**src/design/rv_pkg.sv**
```systemverilog
package rv_pkg;

    localparam int XLEN   = 32;                 // Data and address width
    localparam int REG_AW = 5;                  // Register index width

    // Major opcodes of the supported subset
    typedef enum logic [6:0] {
        opc_load   = 7'b0000011,
        opc_store  = 7'b0100011,
        opc_op     = 7'b0110011,
        opc_op_imm = 7'b0010011,
        opc_branch = 7'b1100011,
        opc_jal    = 7'b1101111,
        opc_jalr   = 7'b1100111,
        opc_auipc  = 7'b0010111,
        opc_lui    = 7'b0110111
    } opcode_e;

    typedef enum logic [1:0] {
        aluop_add    = 2'b00,                   // Address arithmetic
        aluop_branch = 2'b01,                   // Compare for branches
        aluop_arith  = 2'b10,                   // R-type and I-type math
        aluop_pass_b = 2'b11                    // LUI
    } alu_op_e;

    typedef enum logic [2:0] {
        alu_add    = 3'b000,
        alu_sub    = 3'b001,
        alu_and    = 3'b010,
        alu_or     = 3'b011,
        alu_xor    = 3'b100,
        alu_slt    = 3'b101,
        alu_pass_b = 3'b110
    } alu_ctrl_e;

    typedef enum logic [2:0] {
        imm_itype = 3'b000,
        imm_stype = 3'b001,
        imm_btype = 3'b010,
        imm_jtype = 3'b011,
        imm_utype = 3'b100
    } imm_type_e;

    typedef enum logic [1:0] {
        res_alu         = 2'b00,
        res_mem         = 2'b01,
        res_pc_plus4    = 2'b10,                // Link value for jumps
        res_pc_plus_imm = 2'b11                 // AUIPC
    } result_sel_e;

endpackage

```
**src/design/alu.sv**
```systemverilog
`timescale 1ns/1ps

module alu (
    input  logic [rv_pkg::XLEN-1:0]  a_i,
    input  logic [rv_pkg::XLEN-1:0]  b_i,
    input  rv_pkg::alu_ctrl_e        ctrl_i,
    output logic [rv_pkg::XLEN-1:0]  y_o,
    output logic                     eq_o
);
    import rv_pkg::*;

    logic [XLEN-1:0] diff;
    logic            lt;

    assign diff = a_i - b_i;
    assign eq_o = (diff == '0);                 // Zero difference means equal

    // Signed less-than from the sign bits and the difference
    assign lt = (a_i[XLEN-1] != b_i[XLEN-1]) ? a_i[XLEN-1] : diff[XLEN-1];

    always_comb
    begin
        case (ctrl_i)
            alu_add:    y_o = a_i + b_i;
            alu_sub:    y_o = diff;
            alu_and:    y_o = a_i & b_i;
            alu_or:     y_o = a_i | b_i;
            alu_xor:    y_o = a_i ^ b_i;
            alu_slt:    y_o = {{(XLEN-1){1'b0}}, lt};
            alu_pass_b: y_o = b_i;              // LUI
            default:    y_o = '0;
        endcase
    end

endmodule

```
**src/design/alu_decoder.sv**
```systemverilog
`timescale 1ns/1ps

module alu_decoder (
    input  rv_pkg::alu_op_e    alu_op_i,
    input  logic [2:0]         funct3_i,
    input  logic               funct7b5_i,
    input  logic               op_b5_i,         // Set for R-type
    output rv_pkg::alu_ctrl_e  alu_ctrl_o
);
    import rv_pkg::*;

    always_comb
    begin
        case (alu_op_i)
            aluop_add:    alu_ctrl_o = alu_add;
            aluop_branch: alu_ctrl_o = alu_sub;  // Equality through subtraction
            aluop_pass_b: alu_ctrl_o = alu_pass_b;
            default:
            begin
                case (funct3_i)
                    3'b000:  alu_ctrl_o = (op_b5_i && funct7b5_i) ? alu_sub : alu_add;
                    3'b010:  alu_ctrl_o = alu_slt;
                    3'b100:  alu_ctrl_o = alu_xor;
                    3'b110:  alu_ctrl_o = alu_or;
                    3'b111:  alu_ctrl_o = alu_and;
                    default: alu_ctrl_o = alu_add;  // Shifts and SLTU not built
                endcase
            end
        endcase
    end

endmodule

```
**src/design/imm_extend.sv**
```systemverilog
`timescale 1ns/1ps

module imm_extend (
    input  logic [31:7]              instr_i,
    input  rv_pkg::imm_type_e        imm_src_i,
    output logic [rv_pkg::XLEN-1:0]  imm_o
);
    import rv_pkg::*;

    always_comb
    begin
        case (imm_src_i)
            imm_itype: imm_o = {{20{instr_i[31]}}, instr_i[31:20]};
            imm_stype: imm_o = {{20{instr_i[31]}}, instr_i[31:25], instr_i[11:7]};
            imm_btype: imm_o = {{20{instr_i[31]}}, instr_i[7], instr_i[30:25],
                                instr_i[11:8], 1'b0};
            imm_jtype: imm_o = {{12{instr_i[31]}}, instr_i[19:12], instr_i[20],
                                instr_i[30:21], 1'b0};
            imm_utype: imm_o = {instr_i[31:12], 12'b0};          // Upper 20 bits
            default:   imm_o = '0;
        endcase
    end

endmodule

```
**src/design/load_store_unit.sv**
```systemverilog
`timescale 1ns/1ps

module load_store_unit (
    input  logic [rv_pkg::XLEN-1:0]  addr_i,
    input  logic [rv_pkg::XLEN-1:0]  store_data_i,
    input  logic [rv_pkg::XLEN-1:0]  mem_rdata_i,
    input  logic                     mem_type_i,     // 0 word, 1 byte
    input  logic                     mem_sign_i,
    input  logic                     mem_write_i,
    output logic [rv_pkg::XLEN-1:0]  mem_wdata_o,
    output logic [rv_pkg::XLEN-1:0]  load_data_o,
    output logic [3:0]               mem_wstrb_o
);
    import rv_pkg::*;

    logic [7:0] ld_byte;

    always_comb
    begin
        if (mem_type_i)
        begin
            mem_wdata_o = {4{store_data_i[7:0]}};        // Byte on every lane
            mem_wstrb_o = mem_write_i ? (4'b0001 << addr_i[1:0]) : 4'b0000;
        end
        else
        begin
            mem_wdata_o = store_data_i;
            mem_wstrb_o = mem_write_i ? 4'b1111 : 4'b0000;
        end
    end

    assign ld_byte = mem_rdata_i[{addr_i[1:0], 3'b000} +: 8];   // Lane picked by address

    always_comb
    begin
        if (mem_type_i)
            load_data_o = {{(XLEN-8){mem_sign_i & ld_byte[7]}}, ld_byte};
        else
            load_data_o = mem_rdata_i;
    end

endmodule

```
**src/design/main_decoder.sv**
```systemverilog
`timescale 1ns/1ps

module main_decoder (
    input  logic                 eq_i,          // Operands equal
    input  logic [6:0]           op_i,          // Instruction opcode
    input  logic [2:0]           funct3_i,
    output logic                 pc_src_o,      // Take PC+imm
    output logic                 mem_write_o,
    output logic                 alu_src_o,     // Immediate as operand B
    output logic                 alu_a_pc_o,    // PC as operand A
    output logic                 reg_write_o,
    output logic                 jalr_pc_src_o, // Jump to ALU result
    output logic                 mem_type_o,    // 0 word, 1 byte
    output logic                 mem_sign_o,    // 0 unsigned, 1 signed
    output rv_pkg::imm_type_e    imm_src_o,
    output rv_pkg::alu_op_e      alu_op_o,
    output rv_pkg::result_sel_e  result_src_o
);
    import rv_pkg::*;

    logic branch;
    logic jal;

    always_comb
    begin
        // Defaults describe a no-op
        reg_write_o   = 1'b0;
        imm_src_o     = imm_itype;
        alu_src_o     = 1'b0;
        alu_a_pc_o    = 1'b0;
        mem_write_o   = 1'b0;
        result_src_o  = res_alu;
        alu_op_o      = aluop_add;
        jalr_pc_src_o = 1'b0;
        mem_type_o    = 1'b0;
        mem_sign_o    = 1'b1;
        branch        = 1'b0;
        jal           = 1'b0;
        case (op_i)
            opc_load:
            begin
                reg_write_o  = 1'b1;
                alu_src_o    = 1'b1;
                result_src_o = res_mem;
                mem_type_o   = (funct3_i[1:0] == 2'b00); // LB and LBU
                mem_sign_o   = ~funct3_i[2];             // LBU is zero-extended
            end
            opc_store:
            begin
                imm_src_o   = imm_stype;
                alu_src_o   = 1'b1;
                mem_write_o = 1'b1;
                mem_type_o  = (funct3_i == 3'b000);      // SB
                mem_sign_o  = 1'b0;
            end
            opc_op:
            begin
                reg_write_o = 1'b1;
                alu_op_o    = aluop_arith;
            end
            opc_op_imm:
            begin
                reg_write_o = 1'b1;
                alu_src_o   = 1'b1;
                alu_op_o    = aluop_arith;
            end
            opc_branch:
            begin
                imm_src_o = imm_btype;
                alu_op_o  = aluop_branch;
                branch    = 1'b1;
            end
            opc_jal:
            begin
                reg_write_o  = 1'b1;
                imm_src_o    = imm_jtype;
                result_src_o = res_pc_plus4;
                jal          = 1'b1;
            end
            opc_jalr:
            begin
                reg_write_o   = 1'b1;
                alu_src_o     = 1'b1;                    // rs1 + imm is the target
                result_src_o  = res_pc_plus4;
                jalr_pc_src_o = 1'b1;
            end
            opc_auipc:
            begin
                reg_write_o  = 1'b1;
                imm_src_o    = imm_utype;
                alu_src_o    = 1'b1;
                alu_a_pc_o   = 1'b1;
                result_src_o = res_pc_plus_imm;
            end
            opc_lui:
            begin
                reg_write_o = 1'b1;
                imm_src_o   = imm_utype;
                alu_src_o   = 1'b1;
                alu_op_o    = aluop_pass_b;
            end
            default:
            begin
                reg_write_o = 1'b0;                      // Unknown opcode retires silently
            end
        endcase
    end

    always_comb
    begin
        if (jal)
            pc_src_o = 1'b1;
        else if (branch && funct3_i == 3'b000)
            pc_src_o = eq_i;                             // BEQ
        else if (branch && funct3_i == 3'b001)
            pc_src_o = ~eq_i;                            // BNE
        else
            pc_src_o = 1'b0;
    end

endmodule

```
**src/design/reg_file.sv**
```systemverilog
`timescale 1ns/1ps

module reg_file #(
    parameter int NUM_REGS = 32
) (
    input  logic                       clk_i,
    input  logic                       arst_n_i,
    input  logic                       we_i,
    input  logic [rv_pkg::REG_AW-1:0]  ra1_i,
    input  logic [rv_pkg::REG_AW-1:0]  ra2_i,
    input  logic [rv_pkg::REG_AW-1:0]  wa_i,
    input  logic [rv_pkg::XLEN-1:0]    wd_i,
    output logic [rv_pkg::XLEN-1:0]    rd1_o,
    output logic [rv_pkg::XLEN-1:0]    rd2_o
);
    import rv_pkg::*;

    localparam int IDX_W = $clog2(NUM_REGS);

    logic [XLEN-1:0] regs [NUM_REGS];

    always_ff @(posedge clk_i or negedge arst_n_i)
    begin
        if (!arst_n_i)
        begin
            for (int i = 0; i < NUM_REGS; i++)
                regs[i] <= '0;
        end
        else if (we_i && wa_i != '0 && wa_i < NUM_REGS)
        begin
            regs[wa_i[IDX_W-1:0]] <= wd_i;
        end
    end

    // x0 and registers beyond a reduced file read as zero
    assign rd1_o = (ra1_i != '0 && ra1_i < NUM_REGS) ? regs[ra1_i[IDX_W-1:0]] : '0;
    assign rd2_o = (ra2_i != '0 && ra2_i < NUM_REGS) ? regs[ra2_i[IDX_W-1:0]] : '0;

endmodule

```
**src/design/rv_core.sv**
```systemverilog
`timescale 1ns/1ps

module rv_core #(
    parameter int                      NUM_REGS = 32,
    parameter logic [rv_pkg::XLEN-1:0] RESET_PC = '0
) (
    input  logic                       clk_i,
    input  logic                       arst_n_i,
    output logic [rv_pkg::XLEN-1:0]    imem_addr_o,
    input  logic [rv_pkg::XLEN-1:0]    imem_data_i,
    output logic [rv_pkg::XLEN-1:0]    dmem_addr_o,
    output logic [rv_pkg::XLEN-1:0]    dmem_wdata_o,
    output logic [3:0]                 dmem_wstrb_o,
    output logic                       dmem_we_o,
    input  logic [rv_pkg::XLEN-1:0]    dmem_rdata_i,
    output logic                       wb_valid_o,
    output logic [rv_pkg::REG_AW-1:0]  wb_addr_o,
    output logic [rv_pkg::XLEN-1:0]    wb_data_o
);
    import rv_pkg::*;

    logic [XLEN-1:0] pc, pc_next, pc_plus4, pc_plus_imm;
    logic            run;                        // Low until first edge after reset
    logic            pc_src, mem_write, alu_src, alu_a_pc, reg_write;
    logic            jalr_pc_src, mem_type, mem_sign, eq;
    imm_type_e       imm_src;
    alu_op_e         alu_op;
    alu_ctrl_e       alu_ctrl;
    result_sel_e     result_src;
    logic [XLEN-1:0] imm, rd1, rd2, src_a, src_b, alu_y, load_data, result;
    logic            reg_we;

    always_ff @(posedge clk_i or negedge arst_n_i)
    begin
        if (!arst_n_i)
        begin
            pc  <= RESET_PC;
            run <= 1'b0;
        end
        else
        begin
            run <= 1'b1;
            if (run)
                pc <= pc_next;
        end
    end

    main_decoder i_main_decoder (
        .eq_i(eq), .op_i(imem_data_i[6:0]), .funct3_i(imem_data_i[14:12]),
        .pc_src_o(pc_src), .mem_write_o(mem_write), .alu_src_o(alu_src),
        .alu_a_pc_o(alu_a_pc), .reg_write_o(reg_write), .jalr_pc_src_o(jalr_pc_src),
        .mem_type_o(mem_type), .mem_sign_o(mem_sign), .imm_src_o(imm_src),
        .alu_op_o(alu_op), .result_src_o(result_src)
    );

    alu_decoder i_alu_decoder (
        .alu_op_i(alu_op), .funct3_i(imem_data_i[14:12]), .funct7b5_i(imem_data_i[30]),
        .op_b5_i(imem_data_i[5]), .alu_ctrl_o(alu_ctrl)
    );

    imm_extend i_imm_extend (.instr_i(imem_data_i[31:7]), .imm_src_i(imm_src), .imm_o(imm));

    reg_file #(.NUM_REGS(NUM_REGS)) i_reg_file (
        .clk_i(clk_i), .arst_n_i(arst_n_i), .we_i(reg_we),
        .ra1_i(imem_data_i[19:15]), .ra2_i(imem_data_i[24:20]), .wa_i(imem_data_i[11:7]),
        .wd_i(result), .rd1_o(rd1), .rd2_o(rd2)
    );

    assign src_a = alu_a_pc ? pc : rd1;
    assign src_b = alu_src ? imm : rd2;

    alu i_alu (.a_i(src_a), .b_i(src_b), .ctrl_i(alu_ctrl), .y_o(alu_y), .eq_o(eq));

    load_store_unit i_lsu (
        .addr_i(alu_y), .store_data_i(rd2), .mem_rdata_i(dmem_rdata_i),
        .mem_type_i(mem_type), .mem_sign_i(mem_sign), .mem_write_i(dmem_we_o),
        .mem_wdata_o(dmem_wdata_o), .load_data_o(load_data), .mem_wstrb_o(dmem_wstrb_o)
    );

    assign pc_plus4    = pc + XLEN'(4);
    assign pc_plus_imm = pc + imm;              // Branch, JAL and AUIPC target
    assign pc_next     = jalr_pc_src ? {alu_y[XLEN-1:1], 1'b0} :
                         pc_src      ? pc_plus_imm : pc_plus4;

    always_comb
    begin
        case (result_src)
            res_mem:         result = load_data;
            res_pc_plus4:    result = pc_plus4;
            res_pc_plus_imm: result = pc_plus_imm;
            default:         result = alu_y;
        endcase
    end

    assign reg_we      = reg_write & run;
    assign dmem_we_o   = mem_write & run;
    assign imem_addr_o = pc;
    assign dmem_addr_o = alu_y;
    assign wb_valid_o  = reg_we && (imem_data_i[11:7] != '0);   // x0 writes are not traced
    assign wb_addr_o   = imem_data_i[11:7];
    assign wb_data_o   = result;

endmodule

```
**config.mk**
```make
export PLATFORM = sky130hd
export DESIGN_NAME = rv_core
export DESIGN_NICKNAME = d
export VERILOG_FILES = /design/src/design/rv_pkg.sv /design/src/design/alu.sv /design/src/design/alu_decoder.sv /design/src/design/imm_extend.sv /design/src/design/load_store_unit.sv /design/src/design/main_decoder.sv /design/src/design/reg_file.sv /design/src/design/rv_core.sv
export SDC_FILE = /design/constraint.sdc
export NUM_CORES = 2
export LEC_CHECK = 0
export BUFFER_PORTS_ARGS = -buffer_cell sky130_fd_sc_hd__buf_4
export CORE_MARGIN = 1
export CORE_UTILIZATION = 40
export DETAILED_ROUTE_END_ITERATION = 7
export PLACE_DENSITY = 0.69
export REMOVE_ABC_BUFFERS = 1
export SKIP_CTS_REPAIR_TIMING = 1
export SKIP_LAST_GASP = 1
export SLEW_MARGIN = 20
export SYNTH_ARGS = -nofsm -noshare
export SYNTH_HDL_FRONTEND = slang
export SYNTH_HIERARCHICAL = 1
export SYNTH_SLANG_ARGS = --single-unit
```
**constraint.sdc**
```tcl
create_clock -name clk_i -period 9.7 [get_ports clk_i]
set_clock_uncertainty 0.05 [all_clocks]
set_input_delay 1.94 -clock clk_i [delete_from_list [all_inputs] [get_ports clk_i]]
set_output_delay 1.94 -clock clk_i [all_outputs]
set_load 0.1 [all_outputs]
```
Yosys cells after proc, flatten, opt, wreduce, memory -nomap -nowiden
Cells that the tools add are included.
W data, S select, Z words.
{"block": "totals", "regBits": 1057, "word_cells": 146, "inputBits": 66, "out_inout_bits": 139}
{"block": "op_classes", "n_reduce_logical": 19, "shift": 2, "eq_ne": 30, "addsub": 4, "bitwise": 11, "mux": 42, "magnitude_cmp": 4}
{"cell": "$bwmux W1024", "n": 1}
{"cell": "$mux W32", "n": 13}
{"cell": "$bmux W32 S5", "n": 2}
{"cell": "$pmux W32 S7", "n": 1}
{"cell": "$demux W32 S5", "n": 1}
{"cell": "$pmux W32 S5", "n": 1}
{"cell": "$pmux W32 S3", "n": 1}
{"cell": "$add A32 B32 Y32", "n": 2}
{"cell": "$add A32 B3 Y32 const B", "n": 1}
{"cell": "$and A32 B32 Y32", "n": 1}
{"cell": "$logic_not A32 Y1", "n": 1}
{"cell": "$or A32 B32 Y32", "n": 1}
{"cell": "$shiftx A32 B6 Y8", "n": 1}
{"cell": "$sub A32 B32 Y32", "n": 1}
{"cell": "$xor A32 B32 Y32", "n": 1}
{"cell": "$eq A3 B3 Y1 const B", "n": 7}
{"cell": "$eq A7 B6 Y1 const B", "n": 3}
{"cell": "$eq A7 B7 Y1 const B", "n": 3}
{"cell": "$ge A6 B6 Y1 const B", "n": 3}
{"cell": "$not A5 Y6", "n": 3}
{"cell": "$eq A3 B2 Y1 const B", "n": 5}
{"cell": "$pmux W3 S5", "n": 1}
{"cell": "$reduce_bool A5 Y1", "n": 3}
{"cell": "$eq A7 B5 Y1 const B", "n": 2}
{"cell": "21 further kinds", "n": 53}

Logic depth before layout (Yosys ltp)
{"block": "logic_depth", "word_depth": 14, "ltp_mapped": 42, "depth_no_buf": 37}

Modules after synthesis
Netlist, hierarchy kept.
{"mod": "reg_file", "area_each_um2": 54074.4, "seq_area_each_um2": 25624.6, "instances": 1, "cells_per_inst": 3513}
{"mod": "alu", "area_each_um2": 5903.2, "seq_area_each_um2": 0.0, "instances": 1, "cells_per_inst": 893}
{"mod": "rv_core", "area_each_um2": 5675.4, "seq_area_each_um2": 825.8, "instances": 1, "cells_per_inst": 673}
{"mod": "load_store_unit", "area_each_um2": 1131.1, "seq_area_each_um2": 0.0, "instances": 1, "cells_per_inst": 176}
{"mod": "imm_extend", "area_each_um2": 494.2, "seq_area_each_um2": 0.0, "instances": 1, "cells_per_inst": 73}
{"mod": "main_decoder", "area_each_um2": 310.3, "seq_area_each_um2": 0.0, "instances": 1, "cells_per_inst": 48}
{"mod": "alu_decoder", "area_each_um2": 90.1, "seq_area_each_um2": 0.0, "instances": 1, "cells_per_inst": 10}

Worst setup path after synthesis
Ideal clock, no wire load.
{"block": "synth_path", "kind": "in2out", "start": "input port imem_data_i[22] (netlist bit)", "end": "output port wb_data_o[24] (netlist bit)", "path_buffers": 4, "arrival_ps": 11515, "stages": 28, "setup_slack_ps": -3805, "required_ps": 7710, "cell_sequence": "buf_2 -> buf_2 -> buf_1 -> mux4_2 -> mux4_2 -> o22ai_1 -> nor3_1 -> mux2_2 -> inv_1 -> ha_1 -> nor2b_1 -> or2_2 -> a221o_1 -> nor2_1 -> o311ai_1 -> a31oi_1 -> o21ba_2 -> or3_1 -> a21oi_1 -> o31ai_1 -> fa_1 -> a311oi_1 -> a21oi_1 -> nand3_2 -> clkbuf_1 -> o221ai_1 -> a211oi_1 -> a221oi_1"}
{"block": "synth_between", "elab_chain_cells": 13, "elab_cells_between_ends": 21, "classes_between": "3 x add/sub; 1 x eq/ne; 1 x shift; 10 x mux; 5 x bitwise; 1 x reduce/logical"}
{"element": "start: declaration", "line": "rv_core.sv:10", "rtl": "input logic [rv_pkg::XLEN-1:0] imem_data_i,"}
{"element": "$not A5 Y6 (implied by the code)", "line": "reg_file.sv:37", "rtl": "assign rd2_o = (ra2_i != '0 && ra2_i < NUM_REGS) ? regs[ra2_i[IDX_W-1:0]] : '0;"}
{"element": "$bmux W32 S5", "line": "reg_file.sv:37"}
{"element": "$mux W32 (implied by the code) (2 in a row)", "line": "reg_file.sv:37"}
{"element": "$mux W32 (*)", "line": "reg_file.sv:37"}
{"element": "net rd2[8]", "line": "rv_core.sv:30", "rtl": "logic [XLEN-1:0] imm, rd1, rd2, src_a, src_b, alu_y, load_data, result;"}
{"element": "$mux W32 (*)", "line": "rv_core.sv:70", "rtl": "assign src_b = alu_src ? imm : rd2;"}
{"element": "net src_b[8]", "line": "rv_core.sv:30"}
{"element": "$sub A32 B32 Y32 (*)", "line": "alu.sv:15", "rtl": "assign diff = a_i - b_i;"}
{"element": "$mux W1 (*)", "line": "alu.sv:19", "rtl": "assign lt = (a_i[XLEN-1] != b_i[XLEN-1]) ? a_i[XLEN-1] : diff[XLEN-1];"}
{"element": "$pmux W32 S7 (*)", "line": "alu.sv:23", "rtl": "case (ctrl_i)"}
{"element": "net dmem_addr_o, one bit", "line": "rv_core.sv:11", "rtl": "output logic [rv_pkg::XLEN-1:0] dmem_addr_o,"}
{"element": "$shiftx A32 B6 Y8 (*)", "line": "load_store_unit.sv:32", "rtl": "assign ld_byte = mem_rdata_i[{addr_i[1:0], 3'b000} +: 8];"}
{"element": "$and A1 B1 Y1 (*)", "line": "load_store_unit.sv:37", "rtl": "load_data_o = {{(XLEN-8){mem_sign_i & ld_byte[7]}}, ld_byte};"}
{"element": "$mux W32 (*)", "line": "load_store_unit.sv:36", "rtl": "if (mem_type_i)"}
{"element": "net load_data[24]", "line": "rv_core.sv:30"}
{"element": "$pmux W32 S3 (*)", "line": "rv_core.sv:87", "rtl": "case (result_src)"}
{"element": "end: declaration", "line": "rv_core.sv:18", "rtl": "output logic [rv_pkg::XLEN-1:0] wb_data_o"}
Mark *: on every way through the listed nets, which the timed path passes. The rest lies on a longest branch. The select of a mux whose other input is x is not followed.

Final worst setup path
{"block": "layout_path", "start": "input port imem_data_i[21] (netlist bit)", "end": "output port wb_data_o[31] (netlist bit)"}
{"block": "layout_between", "elab_chain_cells": 13, "elab_cells_between_ends": 21, "classes_between": "3 x add/sub; 1 x eq/ne; 1 x shift; 10 x mux; 5 x bitwise; 1 x reduce/logical"}
{"element": "$not A5 Y6 (implied by the code)", "line": "reg_file.sv:37"}
{"element": "$bmux W32 S5", "line": "reg_file.sv:37"}
{"element": "$mux W32 (implied by the code) (2 in a row)", "line": "reg_file.sv:37"}
{"element": "$mux W32 (*)", "line": "reg_file.sv:37"}
{"element": "$mux W32 (*)", "line": "rv_core.sv:70"}
{"element": "net src_b[5]", "line": "rv_core.sv:30"}
{"element": "$sub A32 B32 Y32 (*)", "line": "alu.sv:15"}
{"element": "$mux W1 (*)", "line": "alu.sv:19"}
{"element": "$pmux W32 S7 (*)", "line": "alu.sv:23"}
{"element": "$shiftx A32 B6 Y8 (*)", "line": "load_store_unit.sv:32"}
{"element": "$and A1 B1 Y1 (*)", "line": "load_store_unit.sv:37"}
{"element": "$mux W32 (*)", "line": "load_store_unit.sv:36"}
{"element": "net load_data[31]", "line": "rv_core.sv:30"}
{"element": "$pmux W32 S3 (*)", "line": "rv_core.sv:87"}
Marked as above.

==> flow_metrics.py <==
metrics = {
    "critical_path": {
        "crit_required_ns": 7.71,
        "slowest_delay_ns": 0.51,
        "start_kind": "input pin",
        "crit_start": "imem_data_i[21]",
        "rr_startpoint": "i_reg_file/regs[97]$_DFFE_PN0P_",
        "arrival_ns": 8.91,
        "reg2reg_depth": 37,
        "crit_path_max_fanout": 7,
        "cp-end-kind": "output port",
        "crit_path_top_delay_cell": "mux4_2",
        "setup.worst_path.class": "in -> out",
    },
    "routing": {
        "drtAntennaViolNets": 0,
        "vias_per_cell": 6.58,
        "drt_pass1_iterations": 6,
        "drt_iter0_markers": 7549,
        "vias": 55900,
        "drc": 0,
        "wl_um": 289000,
        "wl_per_cell_um": 34.0,
    },
    "synthesis": {
        "synth_area_leaders": "dfrtp_1, mux2_2, mux4_2",
        "yosysUniqueCellTypes": 119,
        "syn_avg_cell_area_um2": 12.6,
        "synthDominantCellAreaShare_pct": 39.1,
        "synthArstFlopShare_pct": 100,
        "ys_seq_elements": 1057,
        "synth_edf_count": 0,
        "syn_inst": 5386,
        "synthesis.area_um2": 67700,
        "yosysWarnings": 6,
        "ys_dominant_reg_cell": "dfrtp_1",
        "yosysTopAreaCell": "dfrtp_1",
        "yosysSeqAreaShare_pct": 39.1,
    },
    "floorplanning": {
        "die_h_um": 413,
        "row_count": 150,
        "start_util_pct": 40.4,
        "fp.dieW_um": 413,
        "fp.dieArea_um2": 171000,
        "ioPinCount": 205,
        "core_area_um2": 168000,
    },
    "clock_tree": {
        "cts_tree": "yes",
        "cts_buffers": 114,
        "cts.sinks": 1057,
        "clockBufferDepth": 3,
        "htree_levels": 3,
        "insertion_delay_ns": 0.80,
        "cts-root-buf": "clkbuf_16",
        "clkTransAtPathRegs_ns": 0.06,
    },
    "place": {
        "portBuffers": 204,
        "gp_congestion": 1.05,
        "dp_cells": 8145,
        "dp_hpwl_um": 198000,
    },
    "cells_and_area": {
        "area_delta_synth_final_pct": 26.4,
        "fin_util_pct": 51.0,
        "drive_gt1_share_pct": 53.7,
        "final_nets": 6394,
        "final_common_cell": "mux2_2",
        "stdcell_count": 8494,
        "mostFrequentLayoutCells": "mux2_2, dfrtp_1, buf_4",
    },
    "timing": {
        "slew_viol_final": 0,
        "rsz0062_at_grt": "true",
        "fin_ws_ns": -1.20,
        "fin_tns_setup_ns": -57.10,
        "maxSlewHeadroom_pct": 22.5,
        "setup_viol": 69,
        "hold_viol_final": 0,
        "fin_crit_ns": 10.90,
        "period_share_pct": 112,
        "worst_slew_pin_slew_ns": 1.16,
        "fmaxAchievable_mhz": 91.7,
    },
    "global_routing": {
        "grt_max_degree": 175,
        "grt_util_all_layers_pct": 32.9,
        "gr-total-overflow": 0,
        "grt_pass1_vias": 54600,
        "grt_pass1_wl_um": 402000,
        "antenna_found_initial": 12,
    },
    "min_path": {
        "min_path_type": "reg -> reg",
        "hold_depth": 0,
        "hold_start": "i_reg_file/regs[1017]$_DFFE_PN0P_",
    },
    "power_and_ir_drop": {
        "sequentialPowerShare_pct": 33.6,
        "p_sw_mw": 5.32,
        "combPwrFrac_pct": 34.1,
        "intPower_mw": 8.90,
        "ir_drop_mv": 0.233,
        "power_frac_clock_pct": 32.2,
        "swShare_pct": 37.4,
        "power_density_nw_per_um2": 166,
        "leakage_nw": 39.1,
    },
    "run_status": {
        "outcome": "finished with violations",
        "failed_checks": "setup timing",
    },
    "job": {
        "cap_viol_max_count": 0,
    },
}
## worst max-delay path: cells and delay by family
kind | cells | cell delay [ns]
adder cells (fa/ha/maj) | 2 | 0.58
multiplexers | 3 | 1.32
AND/OR/NAND/NOR | 5 | 1.00
AO/OA/AOI/OAI | 13 | 2.71
buffers and inverters | 7 | 1.31
## per-stage QoR
step | worst slack [ns] | hold slack [ns] | area (um2) | total power [mW]
2_1_floorplan | -9.63 | 0.315 | 64900 | 7.18
3_3_place_gp | -2.50 | 0.328 | 77500 | 9.19
3_5_place_dp | -2.58 | 0.335 | 77500 | 9.23
4_1_cts | -2.05 | 0.351 | 81400 | 13.8
5_1_grt | -1.25 | 0.359 | 85500 | 14.6
6_report | -1.20 | 0.349 | 85500 | 14.2
## flip-flops by register name, summed over array words and instances, names as in the netlist
| signal | flops |
|---|---|
| i_reg_file/regs | 1024 |
| imem_addr_o | 32 |
| run | 1 |
## cell usage after synthesis (all sizes together) (14+ instances only)
| cell | n |
|---|---|
| a221oi | 16 |
| a21oi | 191 |
| nor2b | 53 |
| nor4 | 19 |
| buf | 286 |
| o21ai | 112 |
| xnor2 | 57 |
| inv | 140 |
| o211ai | 18 |
| ha | 134 |
| o21bai | 27 |
| a2111oi | 32 |
| mux2i | 192 |
| mux2 | 1093 |
| and3 | 22 |
| o31ai | 14 |
| nand2b | 57 |
| dfrtp | 1057 |
| a21o | 46 |
| a22oi | 26 |
| nor2 | 180 |
| a22o | 54 |
| o221ai | 61 |
| nor3 | 95 |
| nand3 | 42 |
| and2 | 21 |
| a211oi | 75 |
| mux4 | 494 |
| o22ai | 105 |
| nand2 | 135 |
| or3 | 17 |
| xor2 | 33 |
| clkbuf | 290 |
| a31oi | 22 |
## path summary, 6_finish.rpt
path / endpoint / slack (ns)
worst max-delay path: wb_data_o[31] / -1.20
worst min-delay path: i_reg_file/regs[1017]$_DFFE_PN0P_ / 0.35
worst max register to register: imem_addr_o[18]$_DFFE_PN0P_ / 0.33
worst min register to register: i_reg_file/regs[1017]$_DFFE_PN0P_ / 0.35
max in group asynchronous: i_reg_file/regs[642]$_DFFE_PN0P_ / 6.23
min in group asynchronous: i_reg_file/regs[379]$_DFFE_PN0P_ / 1.24
## layer usage
metal	routed length (um)	global-route usage (%)	up-vias
met5	15	0	-
li1	-	-	22200
met4	22200	20.8	2
met2	122000	47.1	3945
met3	36700	9.57	976
met1	108000	43.5	28800
## kinds of logic after synthesis
logic type,synth area share (%)
XOR/XNOR,1.19
other,0.00554
adder cells (fa/ha/maj),2.60
AO/OA/AOI/OAI,9.47
multiplexers,37.5
flip-flops,39.1
AND/OR/NAND/NOR,5.29
buffers and inverters,4.89
## power groups by stage
stage	clock (mW)	sequential (mW)	combinational, mW
global route	4.80	4.79	5.02
finish	4.58	4.78	4.85
detailed placement	0	4.84	4.38
floorplan	0	5.08	2.10
CTS	4.62	4.76	4.40
global placement	0	4.84	4.36
## cell type report
type                    instances  area (um2)
clock buffers                 163        3340
repair buffers               1264       11800
well taps                    2204        2760
clock inverters                45         548
flip-flops and latches       1057       26500
multi-input cells            3610       40000
fillers                     14200       82100
diodes                          8        20.0
inverters                     143         559
Power figures use the tool's default switching activity.
